File: config.mk
export PLATFORM = sky130hd
export DESIGN_NAME = uart_dbg_bridge
export DESIGN_NICKNAME = d
export VERILOG_FILES = /design/src/dbg_pkg.sv /design/src/uart_rx.sv /design/src/uart_tx.sv /design/src/hex_cmd_decoder.sv /design/src/dbg_regfile.sv /design/src/hex_rsp_encoder.sv /design/src/uart_dbg_bridge.sv
export VERILOG_INCLUDE_DIRS = /design/src /design/src/src
export SDC_FILE = /design/constraint.sdc
export NUM_CORES = 1
export LEC_CHECK = 0
export ABC_AREA = 0
export BUFFER_PORTS_ARGS = -buffer_cell sky130_fd_sc_hd__buf_2
export CAP_MARGIN = 15
export CORE_ASPECT_RATIO = 1.25
export CORE_MARGIN = 4
export CORE_UTILIZATION = 51
export DETAILED_ROUTE_END_ITERATION = 7
export GPL_TIMING_DRIVEN = 1
export PLACE_DENSITY = 0.66
export REMOVE_ABC_BUFFERS = 1
export SKIP_CTS_REPAIR_TIMING = 1
export SLEW_MARGIN = 5
export SYNTH_ARGS = -nofsm -noshare
export SYNTH_HDL_FRONTEND = slang
export SYNTH_SLANG_ARGS = --single-unit
export TNS_END_PERCENT = 20
File: constraint.sdc
create_clock -name i_clk -period 3.9 [get_ports i_clk]
set_input_delay 0.39 -clock i_clk [delete_from_list [all_inputs] [get_ports i_clk]]
set_output_delay 0.39 -clock i_clk [all_outputs]
set_load 0.1 [all_outputs]
File: src/dbg_macros.svh
`ifndef DBG_MACROS_SVH
`define DBG_MACROS_SVH

// serial bit length in clock cycles
`define DBG_CLKS_PER_BIT 16

// encoder wait after each character start
`define DBG_TX_GAP 4

// register bank geometry
`define DBG_NUM_REGS 16
`define DBG_DATA_W 16
`define DBG_ADDR_W 4

`endif

File: src/dbg_pkg.sv
`include "dbg_macros.svh"

package dbg_pkg;

	// request from the command decoder to the register bank
	typedef struct packed {
		logic                   write;
		logic [`DBG_ADDR_W-1:0] addr;
		logic [`DBG_DATA_W-1:0] wdata;
	} bus_req_t;

	// kind of answer, selects the tag digit
	typedef enum logic [1:0] {
		RSP_READ,
		RSP_WRITE,
		RSP_ERROR
	} rsp_kind_e;

	typedef struct packed {
		rsp_kind_e              kind;
		logic [`DBG_DATA_W-1:0] data;
	} rsp_t;

	// command parser states
	typedef enum logic [2:0] {
		DEC_IDLE,
		DEC_ADDR,
		DEC_DATA,
		DEC_EOL,
		DEC_SKIP
	} dec_state_e;

	// serial frame states, rx and tx
	typedef enum logic [1:0] {
		U_IDLE,
		U_START,
		U_DATA,
		U_STOP
	} uart_state_e;

endpackage

File: src/uart_rx.sv
`include "dbg_macros.svh"

module uart_rx (
	input  logic       i_clk,
	input  logic       i_rst_n,
	input  logic       i_rx,
	output logic [7:0] o_data,
	output logic       o_valid
);
	import dbg_pkg::*;

	localparam int CNT_W = $clog2(`DBG_CLKS_PER_BIT);
	localparam logic [CNT_W-1:0] CNT_LAST = CNT_W'(`DBG_CLKS_PER_BIT - 1);
	localparam logic [CNT_W-1:0] CNT_HALF = CNT_W'(`DBG_CLKS_PER_BIT / 2 - 1);

	uart_state_e      state;
	logic             rx_meta;
	logic             rx_sync;
	logic [CNT_W-1:0] cnt;
	logic [2:0]       bit_idx;
	logic [7:0]       shift;
	logic             sample_data;
	logic             stop_ok;

	// centre of a data bit
	assign sample_data = (state == U_DATA) && (cnt == CNT_LAST);
	// centre of stop bit, line must be high
	assign stop_ok = (state == U_STOP) && (cnt == CNT_LAST) && rx_sync;

	always_ff @(posedge i_clk or negedge i_rst_n) begin
		if (!i_rst_n) begin
			rx_meta <= 1'b1;
			rx_sync <= 1'b1;
			state   <= U_IDLE;
			cnt     <= '0;
			bit_idx <= '0;
			o_valid <= 1'b0;
		end else begin
			// two flop synchronizer, idles high
			rx_meta <= i_rx;
			rx_sync <= rx_meta;
			o_valid <= stop_ok;
			case (state)
				U_IDLE: begin
					cnt <= '0;
					if (!rx_sync)
						state <= U_START;
				end
				U_START: begin
					// recheck half a bit later, glitches go back to idle
					if (cnt == CNT_HALF) begin
						cnt     <= '0;
						bit_idx <= '0;
						state   <= rx_sync ? U_IDLE : U_DATA;
					end else begin
						cnt <= cnt + 1'b1;
					end
				end
				U_DATA: begin
					if (cnt == CNT_LAST) begin
						cnt <= '0;
						if (bit_idx == 3'd7)
							state <= U_STOP;
						bit_idx <= bit_idx + 1'b1;
					end else begin
						cnt <= cnt + 1'b1;
					end
				end
				default: begin
					// low stop bit just drops the byte
					if (cnt == CNT_LAST) begin
						cnt   <= '0;
						state <= U_IDLE;
					end else begin
						cnt <= cnt + 1'b1;
					end
				end
			endcase
		end
	end

	// lsb first, new bit enters at the top
	always_ff @(posedge i_clk) begin
		if (sample_data)
			shift <= {rx_sync, shift[7:1]};
		if (stop_ok)
			o_data <= shift;
	end

endmodule

File: src/uart_tx.sv
`include "dbg_macros.svh"

module uart_tx (
	input  logic       i_clk,
	input  logic       i_rst_n,
	input  logic [7:0] i_data,
	input  logic       i_start,
	output logic       o_tx,
	output logic       o_busy
);
	import dbg_pkg::*;

	localparam int CNT_W = $clog2(`DBG_CLKS_PER_BIT);
	localparam logic [CNT_W-1:0] CNT_LAST = CNT_W'(`DBG_CLKS_PER_BIT - 1);

	uart_state_e      state;
	logic [CNT_W-1:0] cnt;
	logic [2:0]       bit_idx;
	logic [7:0]       shift;
	logic             bit_end;

	assign bit_end = (cnt == CNT_LAST);
	// busy for the whole frame, stop bit included
	assign o_busy = (state != U_IDLE);

	always_ff @(posedge i_clk or negedge i_rst_n) begin
		if (!i_rst_n) begin
			state   <= U_IDLE;
			cnt     <= '0;
			bit_idx <= '0;
			o_tx    <= 1'b1;
		end else begin
			cnt <= (state == U_IDLE || bit_end) ? '0 : cnt + 1'b1;
			case (state)
				U_IDLE: begin
					if (i_start) begin
						o_tx  <= 1'b0;
						state <= U_START;
					end
				end
				U_START: begin
					if (bit_end) begin
						o_tx    <= shift[0];
						bit_idx <= '0;
						state   <= U_DATA;
					end
				end
				U_DATA: begin
					if (bit_end) begin
						bit_idx <= bit_idx + 1'b1;
						if (bit_idx == 3'd7) begin
							o_tx  <= 1'b1;
							state <= U_STOP;
						end else begin
							o_tx <= shift[1];
						end
					end
				end
				default: begin
					if (bit_end)
						state <= U_IDLE;
				end
			endcase
		end
	end

	// byte held here, shifted down once per data bit
	always_ff @(posedge i_clk) begin
		if (state == U_IDLE && i_start)
			shift <= i_data;
		else if (state == U_DATA && bit_end)
			shift <= {1'b0, shift[7:1]};
	end

endmodule

File: src/hex_cmd_decoder.sv
`include "dbg_macros.svh"

module hex_cmd_decoder (
	input  logic             i_clk,
	input  logic             i_rst_n,
	input  logic [7:0]       i_byte,
	input  logic             i_valid,
	input  logic             i_busy,
	output dbg_pkg::bus_req_t o_req,
	output logic             o_req_stb,
	output logic             o_err
);
	import dbg_pkg::*;

	localparam int DATA_DIGITS = `DBG_DATA_W / 4;
	localparam int DCNT_W = $clog2(DATA_DIGITS);
	localparam logic [DCNT_W-1:0] DCNT_LAST = DCNT_W'(DATA_DIGITS - 1);
	localparam logic [7:0] CHAR_CR = 8'h0d;
	localparam logic [7:0] CHAR_LF = 8'h0a;

	dec_state_e        state;
	logic [DCNT_W-1:0] digit_cnt;
	logic              accept;
	logic              is_eol;
	logic              is_rd;
	logic              is_wr;
	logic [4:0]        hex;
	logic              is_hex;
	logic [3:0]        nib;

	// {is_hex, nibble}, either case
	function automatic logic [4:0] hex_val(input logic [7:0] c);
		if (c >= "0" && c <= "9")
			hex_val = {1'b1, c[3:0]};
		else if ((c >= "A" && c <= "F") || (c >= "a" && c <= "f"))
			hex_val = {1'b1, c[3:0] + 4'd9};
		else
			hex_val = 5'd0;
	endfunction

	assign hex    = hex_val(i_byte);
	assign is_hex = hex[4];
	assign nib    = hex[3:0];
	assign is_eol = (i_byte == CHAR_CR) || (i_byte == CHAR_LF);
	assign is_rd  = (i_byte == "r") || (i_byte == "R");
	assign is_wr  = (i_byte == "w") || (i_byte == "W");
	// bytes dropped while a response goes out
	// skip still hunts for the terminator of the bad line meanwhile
	assign accept = i_valid && (!i_busy || state == DEC_SKIP);

	always_ff @(posedge i_clk or negedge i_rst_n) begin
		if (!i_rst_n) begin
			state     <= DEC_IDLE;
			digit_cnt <= '0;
			o_req     <= '0;
			o_req_stb <= 1'b0;
			o_err     <= 1'b0;
		end else begin
			o_req_stb <= 1'b0;
			o_err     <= 1'b0;
			if (accept) begin
				case (state)
					DEC_IDLE: begin
						// stray terminators, e.g. lf after cr, ignored
						if (is_rd || is_wr) begin
							o_req.write <= is_wr;
							state       <= DEC_ADDR;
						end else if (!is_eol) begin
							o_err <= 1'b1;
							state <= DEC_SKIP;
						end
					end
					DEC_ADDR: begin
						digit_cnt <= '0;
						if (is_hex) begin
							o_req.addr <= nib;
							state      <= o_req.write ? DEC_DATA : DEC_EOL;
						end else begin
							// early terminator already ends the line
							o_err <= 1'b1;
							state <= is_eol ? DEC_IDLE : DEC_SKIP;
						end
					end
					DEC_DATA: begin
						if (is_hex) begin
							// msd first, shift up
							o_req.wdata <= {o_req.wdata[`DBG_DATA_W-5:0], nib};
							digit_cnt   <= digit_cnt + 1'b1;
							if (digit_cnt == DCNT_LAST)
								state <= DEC_EOL;
						end else begin
							o_err <= 1'b1;
							state <= is_eol ? DEC_IDLE : DEC_SKIP;
						end
					end
					DEC_EOL: begin
						if (is_eol) begin
							o_req_stb <= 1'b1;
						end else begin
							o_err <= 1'b1;
						end
						state <= is_eol ? DEC_IDLE : DEC_SKIP;
					end
					default: begin
						if (is_eol)
							state <= DEC_IDLE;
					end
				endcase
			end
		end
	end

endmodule

File: src/dbg_regfile.sv
`include "dbg_macros.svh"

module dbg_regfile (
	input  logic                   i_clk,
	input  logic                   i_rst_n,
	input  dbg_pkg::bus_req_t      i_req,
	input  logic                   i_req_stb,
	output logic                   o_ack,
	output logic [`DBG_DATA_W-1:0] o_rdata,
	output logic [7:0]             o_leds
);

	logic [`DBG_DATA_W-1:0] regs [`DBG_NUM_REGS];

	always_ff @(posedge i_clk or negedge i_rst_n) begin
		if (!i_rst_n) begin
			for (int i = 0; i < `DBG_NUM_REGS; i++) begin
				regs[i] <= '0;
			end
			o_ack   <= 1'b0;
			o_rdata <= '0;
			o_leds  <= '0;
		end else begin
			// ack always one cycle after the strobe
			o_ack  <= i_req_stb;
			// leds follow reg 0 low byte
			o_leds <= regs[0][7:0];
			if (i_req_stb) begin
				if (i_req.write) begin
					regs[i_req.addr] <= i_req.wdata;
					// write echoes the new value
					o_rdata <= i_req.wdata;
				end else begin
					o_rdata <= regs[i_req.addr];
				end
			end
		end
	end

endmodule

File: src/hex_rsp_encoder.sv
`include "dbg_macros.svh"

module hex_rsp_encoder (
	input  logic                   i_clk,
	input  logic                   i_rst_n,
	input  logic                   i_ack,
	input  logic                   i_write,
	input  logic [`DBG_DATA_W-1:0] i_rdata,
	input  logic                   i_err,
	input  logic                   i_tx_busy,
	output logic [7:0]             o_char,
	output logic                   o_tx_start,
	output logic                   o_busy
);
	import dbg_pkg::*;

	// data nibbles plus tag nibble
	localparam int NUM_CHARS = `DBG_DATA_W / 4 + 1;
	localparam int REM_W = $clog2(NUM_CHARS + 1);
	localparam int GAP_W = $clog2(`DBG_TX_GAP + 1);

	rsp_t                 rsp;
	logic                 rsp_evt;
	logic [4*NUM_CHARS-1:0] word;
	logic [REM_W-1:0]     remain;
	logic [3:0]           nib;
	logic                 start_pend;
	logic [GAP_W-1:0]     gap_cnt;
	logic                 send_ok;

	function automatic logic [3:0] kind_tag(input rsp_kind_e kind);
		case (kind)
			RSP_READ:  kind_tag = 4'h2;
			RSP_WRITE: kind_tag = 4'h1;
			default:   kind_tag = 4'he;
		endcase
	endfunction

	// lowercase hex digit
	function automatic logic [7:0] nib_ascii(input logic [3:0] n);
		if (n < 4'd10)
			nib_ascii = {4'h3, n};
		else
			nib_ascii = 8'h57 + {4'h0, n};
	endfunction

	// error carries zero data
	assign rsp.kind = i_err ? RSP_ERROR : (i_write ? RSP_WRITE : RSP_READ);
	assign rsp.data = i_err ? '0 : i_rdata;
	assign rsp_evt  = i_ack || i_err;

	// tx idle, nothing in flight, gap over
	assign send_ok = (remain != '0) && !start_pend && !o_tx_start
		&& !i_tx_busy && (gap_cnt == '0);

	always_ff @(posedge i_clk or negedge i_rst_n) begin
		if (!i_rst_n) begin
			remain     <= '0;
			start_pend <= 1'b0;
			gap_cnt    <= '0;
			o_tx_start <= 1'b0;
			o_busy     <= 1'b0;
		end else begin
			// start lines up with the registered lookup
			o_tx_start <= start_pend;
			if (rsp_evt) begin
				remain     <= REM_W'(NUM_CHARS);
				start_pend <= 1'b0;
				o_busy     <= 1'b1;
			end else if (send_ok) begin
				remain     <= remain - 1'b1;
				start_pend <= 1'b1;
				gap_cnt    <= GAP_W'(`DBG_TX_GAP);
			end else begin
				start_pend <= 1'b0;
				if (gap_cnt != '0)
					gap_cnt <= gap_cnt - 1'b1;
				// released once the tag char has started
				if (o_tx_start && remain == '0)
					o_busy <= 1'b0;
			end
		end
	end

	always_ff @(posedge i_clk) begin
		if (rsp_evt) begin
			word <= {kind_tag(rsp.kind), rsp.data};
		end else if (send_ok) begin
			// low nibble first
			nib  <= word[3:0];
			word <= {4'h0, word[4*NUM_CHARS-1:4]};
		end
		o_char <= nib_ascii(nib);
	end

endmodule

File: src/uart_dbg_bridge.sv
`include "dbg_macros.svh"

module uart_dbg_bridge (
	input  logic       i_clk,
	input  logic       i_rst_n,
	input  logic       i_rx,
	output logic       o_tx,
	output logic [7:0] o_leds
);
	import dbg_pkg::*;

	logic [7:0]             rx_data;
	logic                   rx_valid;
	bus_req_t               req;
	logic                   req_stb;
	logic                   dec_err;
	logic                   ack;
	logic [`DBG_DATA_W-1:0] rdata;
	logic                   enc_busy;
	logic [7:0]             tx_char;
	logic                   tx_start;
	logic                   tx_busy;

	uart_rx u_rx (
		.i_clk   (i_clk),
		.i_rst_n (i_rst_n),
		.i_rx    (i_rx),
		.o_data  (rx_data),
		.o_valid (rx_valid)
	);

	// busy from the encoder holds off new commands
	hex_cmd_decoder u_dec (
		.i_clk     (i_clk),
		.i_rst_n   (i_rst_n),
		.i_byte    (rx_data),
		.i_valid   (rx_valid),
		.i_busy    (enc_busy),
		.o_req     (req),
		.o_req_stb (req_stb),
		.o_err     (dec_err)
	);

	dbg_regfile u_regs (
		.i_clk     (i_clk),
		.i_rst_n   (i_rst_n),
		.i_req     (req),
		.i_req_stb (req_stb),
		.o_ack     (ack),
		.o_rdata   (rdata),
		.o_leds    (o_leds)
	);

	// response kind from the held request
	hex_rsp_encoder u_enc (
		.i_clk      (i_clk),
		.i_rst_n    (i_rst_n),
		.i_ack      (ack),
		.i_write    (req.write),
		.i_rdata    (rdata),
		.i_err      (dec_err),
		.i_tx_busy  (tx_busy),
		.o_char     (tx_char),
		.o_tx_start (tx_start),
		.o_busy     (enc_busy)
	);

	uart_tx u_tx (
		.i_clk   (i_clk),
		.i_rst_n (i_rst_n),
		.i_data  (tx_char),
		.i_start (tx_start),
		.o_tx    (o_tx),
		.o_busy  (tx_busy)
	);

endmodule

==> impl_summary.txt, run 1 <==
----------------------------------------------------
[Run status]
  Result of the run ... complete, no violations

[Logic synthesis]
  Post-synthesis mux area share ... 27.1%
  Synth area leader ... sky130_fd_sc_hd__dfrtp_1
  Fraction of the mapped netlist area in simple logic gates ... 4.58%
  Register area share after synthesis ... 57.7%
  Average instance area after synthesis ... 14.1 um2
  Cells after Synth ... about 1200
  Top area cells in the synthesized netlist ... sky130_fd_sc_hd__dfrtp_1 48%, sky130_fd_sc_hd__mux2_2 18%, sky130_fd_sc_hd__mux4_2 8.3%
  Adder-cell area share of the yosys netlist ... 1.73%
  Synth cell count leaders ... 337 x sky130_fd_sc_hd__dfrtp_1, 276 x sky130_fd_sc_hd__mux2_2, 76 x sky130_fd_sc_hd__clkbuf_1
  Synthesized-area fraction occupied by ao, oa, aoi and oai cells ... 5.83%
  Mapped Area ... roughly 17000 um2
  FFs w/ async S/R, synth ... 86.5%
  Synthesis-stage register bit count ... 393
  Count of yosys warnings during synthesis ... 0
  Count of flip-flops with a built-in enable after synthesis ... 46
  Area share of the largest cell type after synthesis ... around 48%
  Most common cell in the synthesized netlist ... sky130_fd_sc_hd__dfrtp_1
  Main combinational cell family by area after synthesis ... multiplexers
  Unique cell type count in the Yosys netlist ... 56
  Share of the synthesized netlist area taken by xor and xnor gates ... 0.453%
  Synth Flop Type ... sky130_fd_sc_hd__dfrtp_1

[STA]
  Number of pins exceeding their max-slew limit in the final report ... 0
  Crit path setup slack, layout ... 0.911 ns
  Number of endpoints failing setup at the final stage ... 0
  Highest clock frequency the design can meet ... 335 MHz
  Count of final hold-check violations ... 0
  Portion of the clock cycle consumed by the worst path in the final layout ... 76.6%
  Relative slew slack ... 31.0%
  Slew @ Worst Pin ... a little over 1 ns
  RSZ-0062 raised after global routing ... false
  Worst Skew ... 0.0141 ns
  Final critical-path required period ... 2.99 ns

[Critical path]
  Maximum fanout count along the critical path ... 17
  Worst path arrival time ... 3.43 ns
  Startpoint types ... flip-flop
  WP data required ... between 4 and 5 ns
  Cell chain of the critical path ... or3b_1, or4_1, a211oi_4, buf_4, nor2_1, a21oi_1
  Critical setup path kind ... reg -> reg
  Endpoint type of the worst setup path ... flip-flop
  Max incr delay on CP ... 0.77 ns
  Critical Path Slowest Stage Cell ... sky130_fd_sc_hd__a211oi_4
  Top delay family on crit path ... simple AND/OR/NAND/NOR gates
  Critical path buffers and inverters ... 1

[Layout]
  Area growth from synthesis to final layout ... 10.7%
  Fraction of final layout cells with drive strength greater than 1 ... 36.7%
  Area of the multi-input gates ... 6940 um2
  Layout fillers ... between 2000 and 3000
  Footprint of the flip-flops and latches ... 10000 um2
  Utilization after layout ... 57.3%
  Count of placed standard cells in the final layout, fillers left out ... 1675
  Number of inserted diodes ... 0
  Final-stage net count ... 1249
  Final cell area excluding filler cells ... 19300 um2

[Clock tree]
  Clock-pin transition on the worst setup and hold timing paths ... roughly 0.06 ns
  Clock latency at the later pin of the worst-skew pair ... about 0.53 ns
  H-Tree Depth ... 2
  Number of buffers added by the clock tree synthesis step ... 40
  Cell chosen for the clock root ... sky130_fd_sc_hd__clkbuf_16
  Maximum root-to-sink buffer count ... 3
  CTS tree ... done
  Clock sink count ... 393

[Global routing]
  Global Route met2 Usage ... 34.5%
  Most used routing layer ... met2
  Pin count of the biggest net entering global routing ... 93
  Antenna violations before repair ... 0
  Vias in the first global route ... approximately 11000
  Met1 track demand over resource ... 26.0%
  Met3 routing resource usage after global routing ... under 10%
  Global-route usage over all layers ... 19.6%
  Leftover overflow at the end of global routing ... 0
  Global-route wire length before repair ... 58.8 mm

[Placement]
  Port Buf Inserts ... 11
  Final GP Congestion ... 0.784
  Post-Place Cell Area ... 17900 um2
  Sum of net half-perimeters after detailed placement ... 22.0 mm
  Placed instance count ... around 1600
  Worst Setup Slack post-DPL ... 0.956 ns

[Die]
  Core Region ... 33600 um2
  Vertical extent of the die ... 214 um
  Overall die area ... approximately 37000 um2
  Width of the chip ... around 170 um
  Placement Rows ... 75
  Number of top-level pins ... 12
  Initial core utilization ... 51.8%

[Hold path]
  Worst min-delay path category ... reg -> reg

[Detailed routing]
  Avg Vias per Cell ... 5.87
  Routed wire length per instance ... 21.4 um
  First drt pass iteration count ... 4
  DRC violation count after routing ... 0
  Routed via count ... 9837
  Final wirelength ... 35.9 mm
  Detailed router's first-iteration violation count ... around 630
  ANT nets after route ... 0

[Power and ir drop]
  Worst IR Drop VDD ... about 0.26 mV
  Power Dens Cells ... 461 nW/um2
  LEAKAGE ... 8.85 nW
  Final Power ... 0.00887 W

[Job]
  Count of max-cap constraint violations ... 0

----------------------------------------------------
-- placed cells by master (no fill, tap or decap), types with 3 or more instances in the layout --
cell                          n
sky130_fd_sc_hd__a21oi_1     68
sky130_fd_sc_hd__buf_2       10
sky130_fd_sc_hd__a22o_1       7
sky130_fd_sc_hd__inv_1       21
sky130_fd_sc_hd__nor2_2       5
sky130_fd_sc_hd__ha_1        24
sky130_fd_sc_hd__mux4_2      64
sky130_fd_sc_hd__nand4b_1     3
sky130_fd_sc_hd__nor2_1      59
sky130_fd_sc_hd__nor3b_1      5
sky130_fd_sc_hd__mux2i_1     17
sky130_fd_sc_hd__edfxtp_1    46
sky130_fd_sc_hd__dfxtp_1      7
sky130_fd_sc_hd__nand3_1      3
sky130_fd_sc_hd__clkbuf_16   42
sky130_fd_sc_hd__and3_1       3
sky130_fd_sc_hd__a22oi_1     33
sky130_fd_sc_hd__nor2b_1      6
sky130_fd_sc_hd__xnor2_1      7
sky130_fd_sc_hd__nand2b_1     8
sky130_fd_sc_hd__nand2_1     53
sky130_fd_sc_hd__clkbuf_1    11
sky130_fd_sc_hd__and2_1       3
sky130_fd_sc_hd__mux2_2     276
sky130_fd_sc_hd__buf_12       4
sky130_fd_sc_hd__clkbuf_8    12
sky130_fd_sc_hd__nor4_1       3
sky130_fd_sc_hd__dfstp_2      3
sky130_fd_sc_hd__buf_4       27
sky130_fd_sc_hd__o21ai_0     25
sky130_fd_sc_hd__nor3_1       8
sky130_fd_sc_hd__clkinv_2     5
sky130_fd_sc_hd__nor3_2       3
sky130_fd_sc_hd__dfrtp_1    335
-- worst reg2reg max path, stage by stage, from the launching register on --
cell	delay, ns
sky130_fd_sc_hd__edfxtp_1	0.51
sky130_fd_sc_hd__or3b_1	0.46
sky130_fd_sc_hd__or4_1	0.65
sky130_fd_sc_hd__a211oi_4	0.77
sky130_fd_sc_hd__buf_4	0.29
sky130_fd_sc_hd__nor2_1	0.05
sky130_fd_sc_hd__a21oi_1	0.18
-- routing by layer --
layer | vias to the layer above | share of wire, %
met3 | 42 | 3.1
met4 | 0 | 1.8
met5 | - | 0
met1 | 5196 | 44
li1 | 4480 | -
met2 | 119 | 51
-- where the power goes --
group	switching, W	internal (W)	leakage, nW
Clock	0.00154	0.00220	0.637
Sequential	0.000111	0.00434	5.18
Combinational	0.000421	0.000259	3.03
-- cells by family after synthesis --
family	after synthesis
flops	393
mux	357
simple gates	172
compound gates	159
buf+inv	115
fa+ha+maj	24
xor+xnor	9
other cells	1
-- sequential cells by signal, indices dropped and copies added, names as in the netlist, 2 cells and up --
register,cells
u_dec.digit_cnt,2
u_dec.o_req,21
u_dec.state,3
u_enc.gap_cnt,3
u_enc.nib,4
u_enc.o_char,7
u_enc.remain,3
u_enc.word,19
u_regs.o_leds,8
u_regs.o_rdata,16
u_regs.regs,256
u_rx.bit_idx,3
u_rx.cnt,4
u_rx.o_data,8
u_rx.shift,8
u_rx.state,2
u_tx.bit_idx,3
u_tx.cnt,4
u_tx.shift,7
u_tx.state,2
-- path summary, 6_finish.rpt --
path | slack [ns] | end | cells past startpoint | start
worst max-delay path | 0.91 | u_dec.o_req[2] | 6 | u_rx.o_data[3]
worst min-delay path | 0.36 | u_rx.rx_sync | 0 | u_rx.rx_meta
worst max register to register | 0.91 | u_dec.o_req[2] | 6 | u_rx.o_data[3]
worst min register to register | 0.36 | u_rx.rx_sync | 0 | u_rx.rx_meta
max in group asynchronous | 2.45 | u_dec.o_req[17] | 3 | i_rst_n
min in group asynchronous | 0.46 | u_regs.regs[230] | 2 | i_rst_n
-- metrics by stage --
step / setup TNS (ns) / hold slack, ns
finish: 0 / 0.359
global route: 0 / 0.363
CTS: 0 / -0.106
detailed placement: 0 / 0.349
global placement: 0 / 0.347
floorplan: -82.94 / 0.0944
-- area by class of cell --
cell class	instances	share of cell area, %
clock inverters	7	0.208
multi-input cells	722	36.1
well taps	423	2.75
inverters	21	0.409
clock buffers	65	6.53
repair buffers	44	1.91
flip-flops and latches	393	52.1
No activity file was read; power rests on OpenSTA's default activity.
==> run 2, diff against run 1 <==
clock period = 2.9 ns   (was 3.9 ns; I/O delays follow)
==> run 2 against run 1 <==
Via count increased by 2.7%. Critical path depth decreased by 1. Flip-flop and latch count unchanged. Sequential power increased by 34%. Critical path type unchanged. Largest power group unchanged.
==> impl_summary.txt, run 2 (synthesized netlist as in run 1, its figures left out) <==
----------------------------------------------------
[Run status]
  Result of the run ... complete, no violations

[Layout]
  Register with the highest flop count ... u_regs.regs
  Leading cell types in the layout, fill and taps excluded ... 335 x sky130_fd_sc_hd__dfrtp_1, 276 x sky130_fd_sc_hd__mux2_2, 68 x sky130_fd_sc_hd__a21oi_1
  Number of inserted diodes ... 0
  Number of flip-flops in the largest register ... 256
  Final-stage net count ... 1273
  Count of placed standard cells in the final layout, fillers left out ... 1698
  Fraction of final layout cells with drive strength greater than 1 ... 38.1%
  Final cell area excluding filler cells ... 19500 um2
  Layout fillers ... approximately 2600
  Leading cell type in the layout, fill and taps excluded ... sky130_fd_sc_hd__dfrtp_1
  Footprint of the flip-flops and latches ... 10000 um2
  Area growth from synthesis to final layout ... 12.0%
  Largest registers in the final layout ... u_regs.regs x256, u_dec.o_req x21, u_enc.word x19
  Area of the multi-input gates ... 6940 um2

[STA]
  RSZ-0062 raised after global routing ... false
  Relative slew slack ... between 30 and 40%
  Highest clock frequency the design can meet ... 391 MHz
  Count of final hold-check violations ... 0
  Final critical-path required period ... 2.56 ns
  Number of pins exceeding their max-slew limit in the final report ... 0
  Slew @ Worst Pin ... about 0.96 ns
  Worst Skew ... 0.0211 ns
  Number of endpoints failing setup at the final stage ... 0
  Portion of the clock cycle consumed by the worst path in the final layout ... 88.3%

[Detailed routing]
  Avg Vias per Cell ... 5.95
  Routed via count ... 10100
  Routed wire length per instance ... 21.7 um
  Detailed router's first-iteration violation count ... 554
  First drt pass iteration count ... 5
  DRC violation count after routing ... 0
  ANT nets after route ... 0
  Final wirelength ... 36.8 mm

[Power and ir drop]
  Power Dens Cells ... 619 nW/um2
  Worst IR Drop VDD ... 0.312 mV
  LEAKAGE ... roughly 9 nW
  Final Power ... roughly 0.012 W

[Die]
  Vertical extent of the die ... 214 um
  Width of the chip ... 173 um
  Initial core utilization ... 51.8%
  Number of top-level pins ... 12
  Placement Rows ... 75
  Overall die area ... 37100 um2
  Core Region ... 33600 um2

[Clock tree]
  Clock sink count ... 393
  Maximum root-to-sink buffer count ... 3
  Number of buffers added by the clock tree synthesis step ... 39
  CTS tree ... done
  H-Tree Depth ... 2
  Cell chosen for the clock root ... sky130_fd_sc_hd__clkbuf_16
  Clock-pin transition on the worst setup and hold timing paths ... 0.06 ns
  Clock latency at the later pin of the worst-skew pair ... around 0.54 ns

[Placement]
  Final GP Congestion ... 0.770
  Post-Place Cell Area ... 18200 um2
  Port Buf Inserts ... 11
  Sum of net half-perimeters after detailed placement ... 23.5 mm
  Placed instance count ... 1626

[Critical path]
  Critical setup path kind ... reg -> reg
  WP data required ... 3.31 ns
  Worst path arrival time ... just under 3 ns
  Number of cells on the worst reg-to-reg path ... 5
  Endpoint type of the worst setup path ... flip-flop
  Worst r2r src ... u_rx.o_data[7]
  Startpoint types ... flip-flop
  Maximum fanout count along the critical path ... 24
  Crit Reg-Reg Endpoint ... u_dec.o_req[6]
  Setup slack on the worst flop-to-flop path ... 0.34 ns

[Global routing]
  Global-route usage over all layers ... 20.2%
  Leftover overflow at the end of global routing ... 0
  Antenna violations before repair ... 0
  Vias in the first global route ... approximately 11000
  Pin count of the biggest net entering global routing ... 83
  Global-route wire length before repair ... 59.9 mm

[Hold path]
  Worst min-delay path category ... in -> async

[Job]
  Count of max-cap constraint violations ... 0

----------------------------------------------------
==> run 2: worst max-delay path: stages, from the launching register on <==
cell and delay, ns:
sky130_fd_sc_hd__edfxtp_1 0.44, sky130_fd_sc_hd__or3b_1 0.41, sky130_fd_sc_hd__or4_1 0.64, sky130_fd_sc_hd__a211oi_4 0.27, sky130_fd_sc_hd__buf_4 0.31, sky130_fd_sc_hd__mux2_2 0.37
==> run 2: cell type report <==
type	count	share of cell area (%)
tap	423	2.72
clock inverter	18	1.05
inverter	21	0.405
sequential	393	51.5
multi-input combinational	722	35.6
timing repair buffer	69	3.04
clock buffer	52	5.63
==> run 2: power breakdown <==
group / switching (W) / internal, W / leakage [nW]
registers: 0.000150 / 0.00583 / 5.18
clock network: 0.00211 / 0.00303 / 0.645
logic: 0.000576 / 0.000362 / 3.16
total: 0.00283 / 0.00922 / 8.98
==> run 2: worst max-delay path by stage <==
stage	start	end	slack (ns)	depth (start not counted)
after floorplan	u_dec.o_req[16]	u_regs.regs[192]	-2.00	3
after global placement	u_rx.o_data[7]	u_dec.o_req[5]	0.38	5
after detailed placement	u_rx.o_data[7]	u_dec.o_req[12]	0.37	5
after CTS	u_rx.o_data[7]	u_dec.o_req[5]	0.35	5
after global routing	u_rx.o_data[7]	u_dec.o_req[12]	0.25	5
final	u_rx.o_data[7]	u_dec.o_req[6]	0.34	5
==> run 2: per-stage QoR <==
stage	utilization, %	setup TNS [ns]	setup WS, ns	hold slack, ns
after detailed placement	54.1	0	0.369	0.349
after floorplan	-	-343.64	-2.00	-0.00559
after global placement	54.1	0	0.384	0.341
after CTS	57.9	0	0.349	-0.225
final	58.0	0	0.340	0.357
after global routing	58.0	0	0.255	0.364
==> run 2: per-layer routing <==
metal	track usage [%]	routed length (um)	up-vias
li1	-	-	4546
met1	26.5	15700	5370
met2	35.6	19400	139
met3	2.45	1000	43
met4	5.51	777	0
met5	0	0	-
==> run 3, diff against run 2 <==
PLACE_DENSITY = 0.78   (was 0.66)
==> run 3 against run 2 <==
Via count is 1.5% higher. Utilization is 0.21 points lower. Register-to-register slack hardly changed. Clock power is 1% lower. Count of clock-buffer cells in the layout is 8 higher. Clock skew is 0.0097 ns lower. Setup slack worse by 0.014 ns. Non-clock buffer count is 6 lower. Highest routed layer unchanged.
==> impl_summary.txt, run 3 (synthesized netlist as in run 1, its figures left out) <==
----------------------------------------------------
[Run status]
  Result of the run ... complete, no violations

[Power and ir drop]
  Final Power ... roughly 0.012 W
  Worst IR Drop VDD ... roughly 0.37 mV
  LEAKAGE ... 8.94 nW
  Power Dens Cells ... roughly 620 nW/um2

[Clock tree]
  Cell chosen for the clock root ... sky130_fd_sc_hd__clkbuf_16
  Clock sink count ... 393
  Maximum root-to-sink buffer count ... 3
  Number of buffers added by the clock tree synthesis step ... 38
  CTS tree ... done
  Clock latency at the later pin of the worst-skew pair ... 0.54 ns
  H-Tree Depth ... 2
  Clock-pin transition on the worst setup and hold timing paths ... 0.06 ns

[STA]
  Number of pins exceeding their max-slew limit in the final report ... 0
  Count of final hold-check violations ... 0
  Number of endpoints failing setup at the final stage ... 0
  Smallest hold slack ... 0.357 ns
  Final critical-path required period ... 2.57 ns
  Slew @ Worst Pin ... 0.902 ns
  Portion of the clock cycle consumed by the worst path in the final layout ... between 80% and 90%
  Highest clock frequency the design can meet ... roughly 390 MHz
  Relative slew slack ... 39.6%
  RSZ-0062 raised after global routing ... false
  Worst Skew ... 0.0114 ns

[Die]
  Number of top-level pins ... 12
  Overall die area ... approximately 37000 um2
  Width of the chip ... 173 um
  Initial core utilization ... 51.8%
  Vertical extent of the die ... 214 um
  Core Region ... 33600 um2
  Placement Rows ... 75

[Critical path]
  Cell chain of the critical path ... or3b_1, or4_1, a211oi_4, buf_4, mux2_2
  Crit Reg-Reg Endpoint ... u_dec.o_req[6]
  Number of cells on the worst reg-to-reg path ... 5
  Critical path buffers and inverters ... 1
  WP data required ... 3.32 ns
  Startpoint types ... flip-flop
  Top delay family on crit path ... simple AND/OR/NAND/NOR gates
  Critical setup path kind ... reg -> reg
  Critical Path Slowest Stage Cell ... sky130_fd_sc_hd__or4_1
  Maximum fanout count along the critical path ... 20
  Max incr delay on CP ... approximately 0.65 ns
  Endpoint type of the worst setup path ... flip-flop
  Worst r2r src ... u_rx.o_data[7]
  Worst path arrival time ... between 2 and 3 ns
  Setup slack on the worst flop-to-flop path ... 0.33 ns

[Global routing]
  Pin count of the biggest net entering global routing ... 93
  Global-route wire length before repair ... slightly below 60 mm
  Antenna violations before repair ... 0
  Vias in the first global route ... 10900
  Global-route usage over all layers ... about a fifth
  Leftover overflow at the end of global routing ... 0

[Placement]
  Post-Place Cell Area ... 18100 um2
  Port Buf Inserts ... 11
  Placed instance count ... about 1600
  Final GP Congestion ... roughly 0.83
  Sum of net half-perimeters after detailed placement ... 22.4 mm

[Detailed routing]
  Routed wire length per instance ... 21.6 um
  Routed via count ... 10300
  ANT nets after route ... 0
  Detailed router's first-iteration violation count ... 803
  Avg Vias per Cell ... 6.06
  First drt pass iteration count ... 6
  DRC violation count after routing ... 0
  Final wirelength ... 36.6 mm

[Layout]
  Number of flip-flops in the largest register ... 256
  Final-stage net count ... approximately 1300
  Area of the multi-input gates ... 6930 um2
  Area growth from synthesis to final layout ... 11.6%
  Number of inserted diodes ... 0
  Utilization after layout ... 57.8%
  Final cell area excluding filler cells ... between 15000 and 20000 um2
  Leading cell type in the layout, fill and taps excluded ... sky130_fd_sc_hd__dfrtp_1
  Layout fillers ... between 2000 and 3000
  Fraction of final layout cells with drive strength greater than 1 ... 36.9%
  Leading cell types in the layout, fill and taps excluded ... 335 x sky130_fd_sc_hd__dfrtp_1, 276 x sky130_fd_sc_hd__mux2_2, 68 x sky130_fd_sc_hd__a21oi_1
  Register with the highest flop count ... u_regs.regs
  Footprint of the flip-flops and latches ... about 10000 um2
  Count of placed standard cells in the final layout, fillers left out ... 1692
  Largest registers in the final layout ... u_regs.regs x256, u_dec.o_req x21, u_enc.word x19

[Hold path]
  Worst min-delay path category ... reg -> reg
  Number of cells on the worst hold path ... 0
  Hold worst-path end ... u_rx.rx_sync
  Hold_sp ... u_rx.rx_meta

[Job]
  Count of max-cap constraint violations ... 0

----------------------------------------------------
[run 3: changes by cell type in the layout (fill, tap and decap cells not counted), moves of 2 or more]
| cell | change |
|---|---|
| sky130_fd_sc_hd__buf_4 | -6 |
| sky130_fd_sc_hd__clkbuf_1 | +6 |
| sky130_fd_sc_hd__clkinv_2 | -5 |
| sky130_fd_sc_hd__nor2_1 | +5 |
| sky130_fd_sc_hd__nor2_2 | -5 |
| sky130_fd_sc_hd__inv_4 | -2 |
| sky130_fd_sc_hd__inv_6 | -2 |
[run 3: worst max path at each step]
stage / startpoint / endpoint / slack [ns] / cells after the start
final: u_rx.o_data[7] / u_dec.o_req[6] / 0.33 / 5
after global routing: u_tx.state[1] / u_enc.nib[0] / 0.16 / 5
after CTS: u_tx.state[0] / u_enc.nib[2] / 0.31 / 5
after detailed placement: u_tx.state[0] / u_enc.nib[1] / 0.32 / 5
after global placement: u_rx.o_data[7] / u_dec.o_req[13] / 0.42 / 5
after floorplan: u_dec.o_req[16] / u_regs.regs[192] / -2.00 / 3
[run 3: stage by stage]
step	TNS, ns	setup slack [ns]
3_5_place_dp	0	0.322
5_1_grt	0	0.159
3_3_place_gp	0	0.415
4_1_cts	0	0.312
2_1_floorplan	-343.64	-2.00
6_report	0	0.327
[run 3: layer usage]
| layer | wire (um) | up-vias | global-route usage, % |
|---|---|---|---|
| met5 | 0 | - | 0 |
| met4 | 1500 | 0 | 8.70 |
| met3 | 1300 | 79 | 2.65 |
| met2 | 18900 | 248 | 34.8 |
| met1 | 14900 | 5410 | 24.7 |
| li1 | - | 4515 | - |
[run 3: layout make-up]
class,count,area share (%)
Sequential cell,393,51.7
Clock inverter,10,0.677
Inverter,21,0.406
Timing Repair Buffer,63,2.82
Tap cell,423,2.73
Clock buffer,60,5.96
Multi-Input combinational cell,722,35.7
[run 3: power by group]
part	internal (W)	switching, W	total (W)
clock	0.00302	0.00207	0.00509
sequential	0.00583	0.000157	0.00599
combinational	0.000362	0.000588	0.000950
total	0.00921	0.00282	0.0120
[run 3: worst register-to-register path: stages, from the launching register on]
cell	delay (ns)
sky130_fd_sc_hd__edfxtp_1	0.44
sky130_fd_sc_hd__or3b_1	0.41
sky130_fd_sc_hd__or4_1	0.65
sky130_fd_sc_hd__a211oi_4	0.28
sky130_fd_sc_hd__buf_4	0.30
sky130_fd_sc_hd__mux2_2	0.38
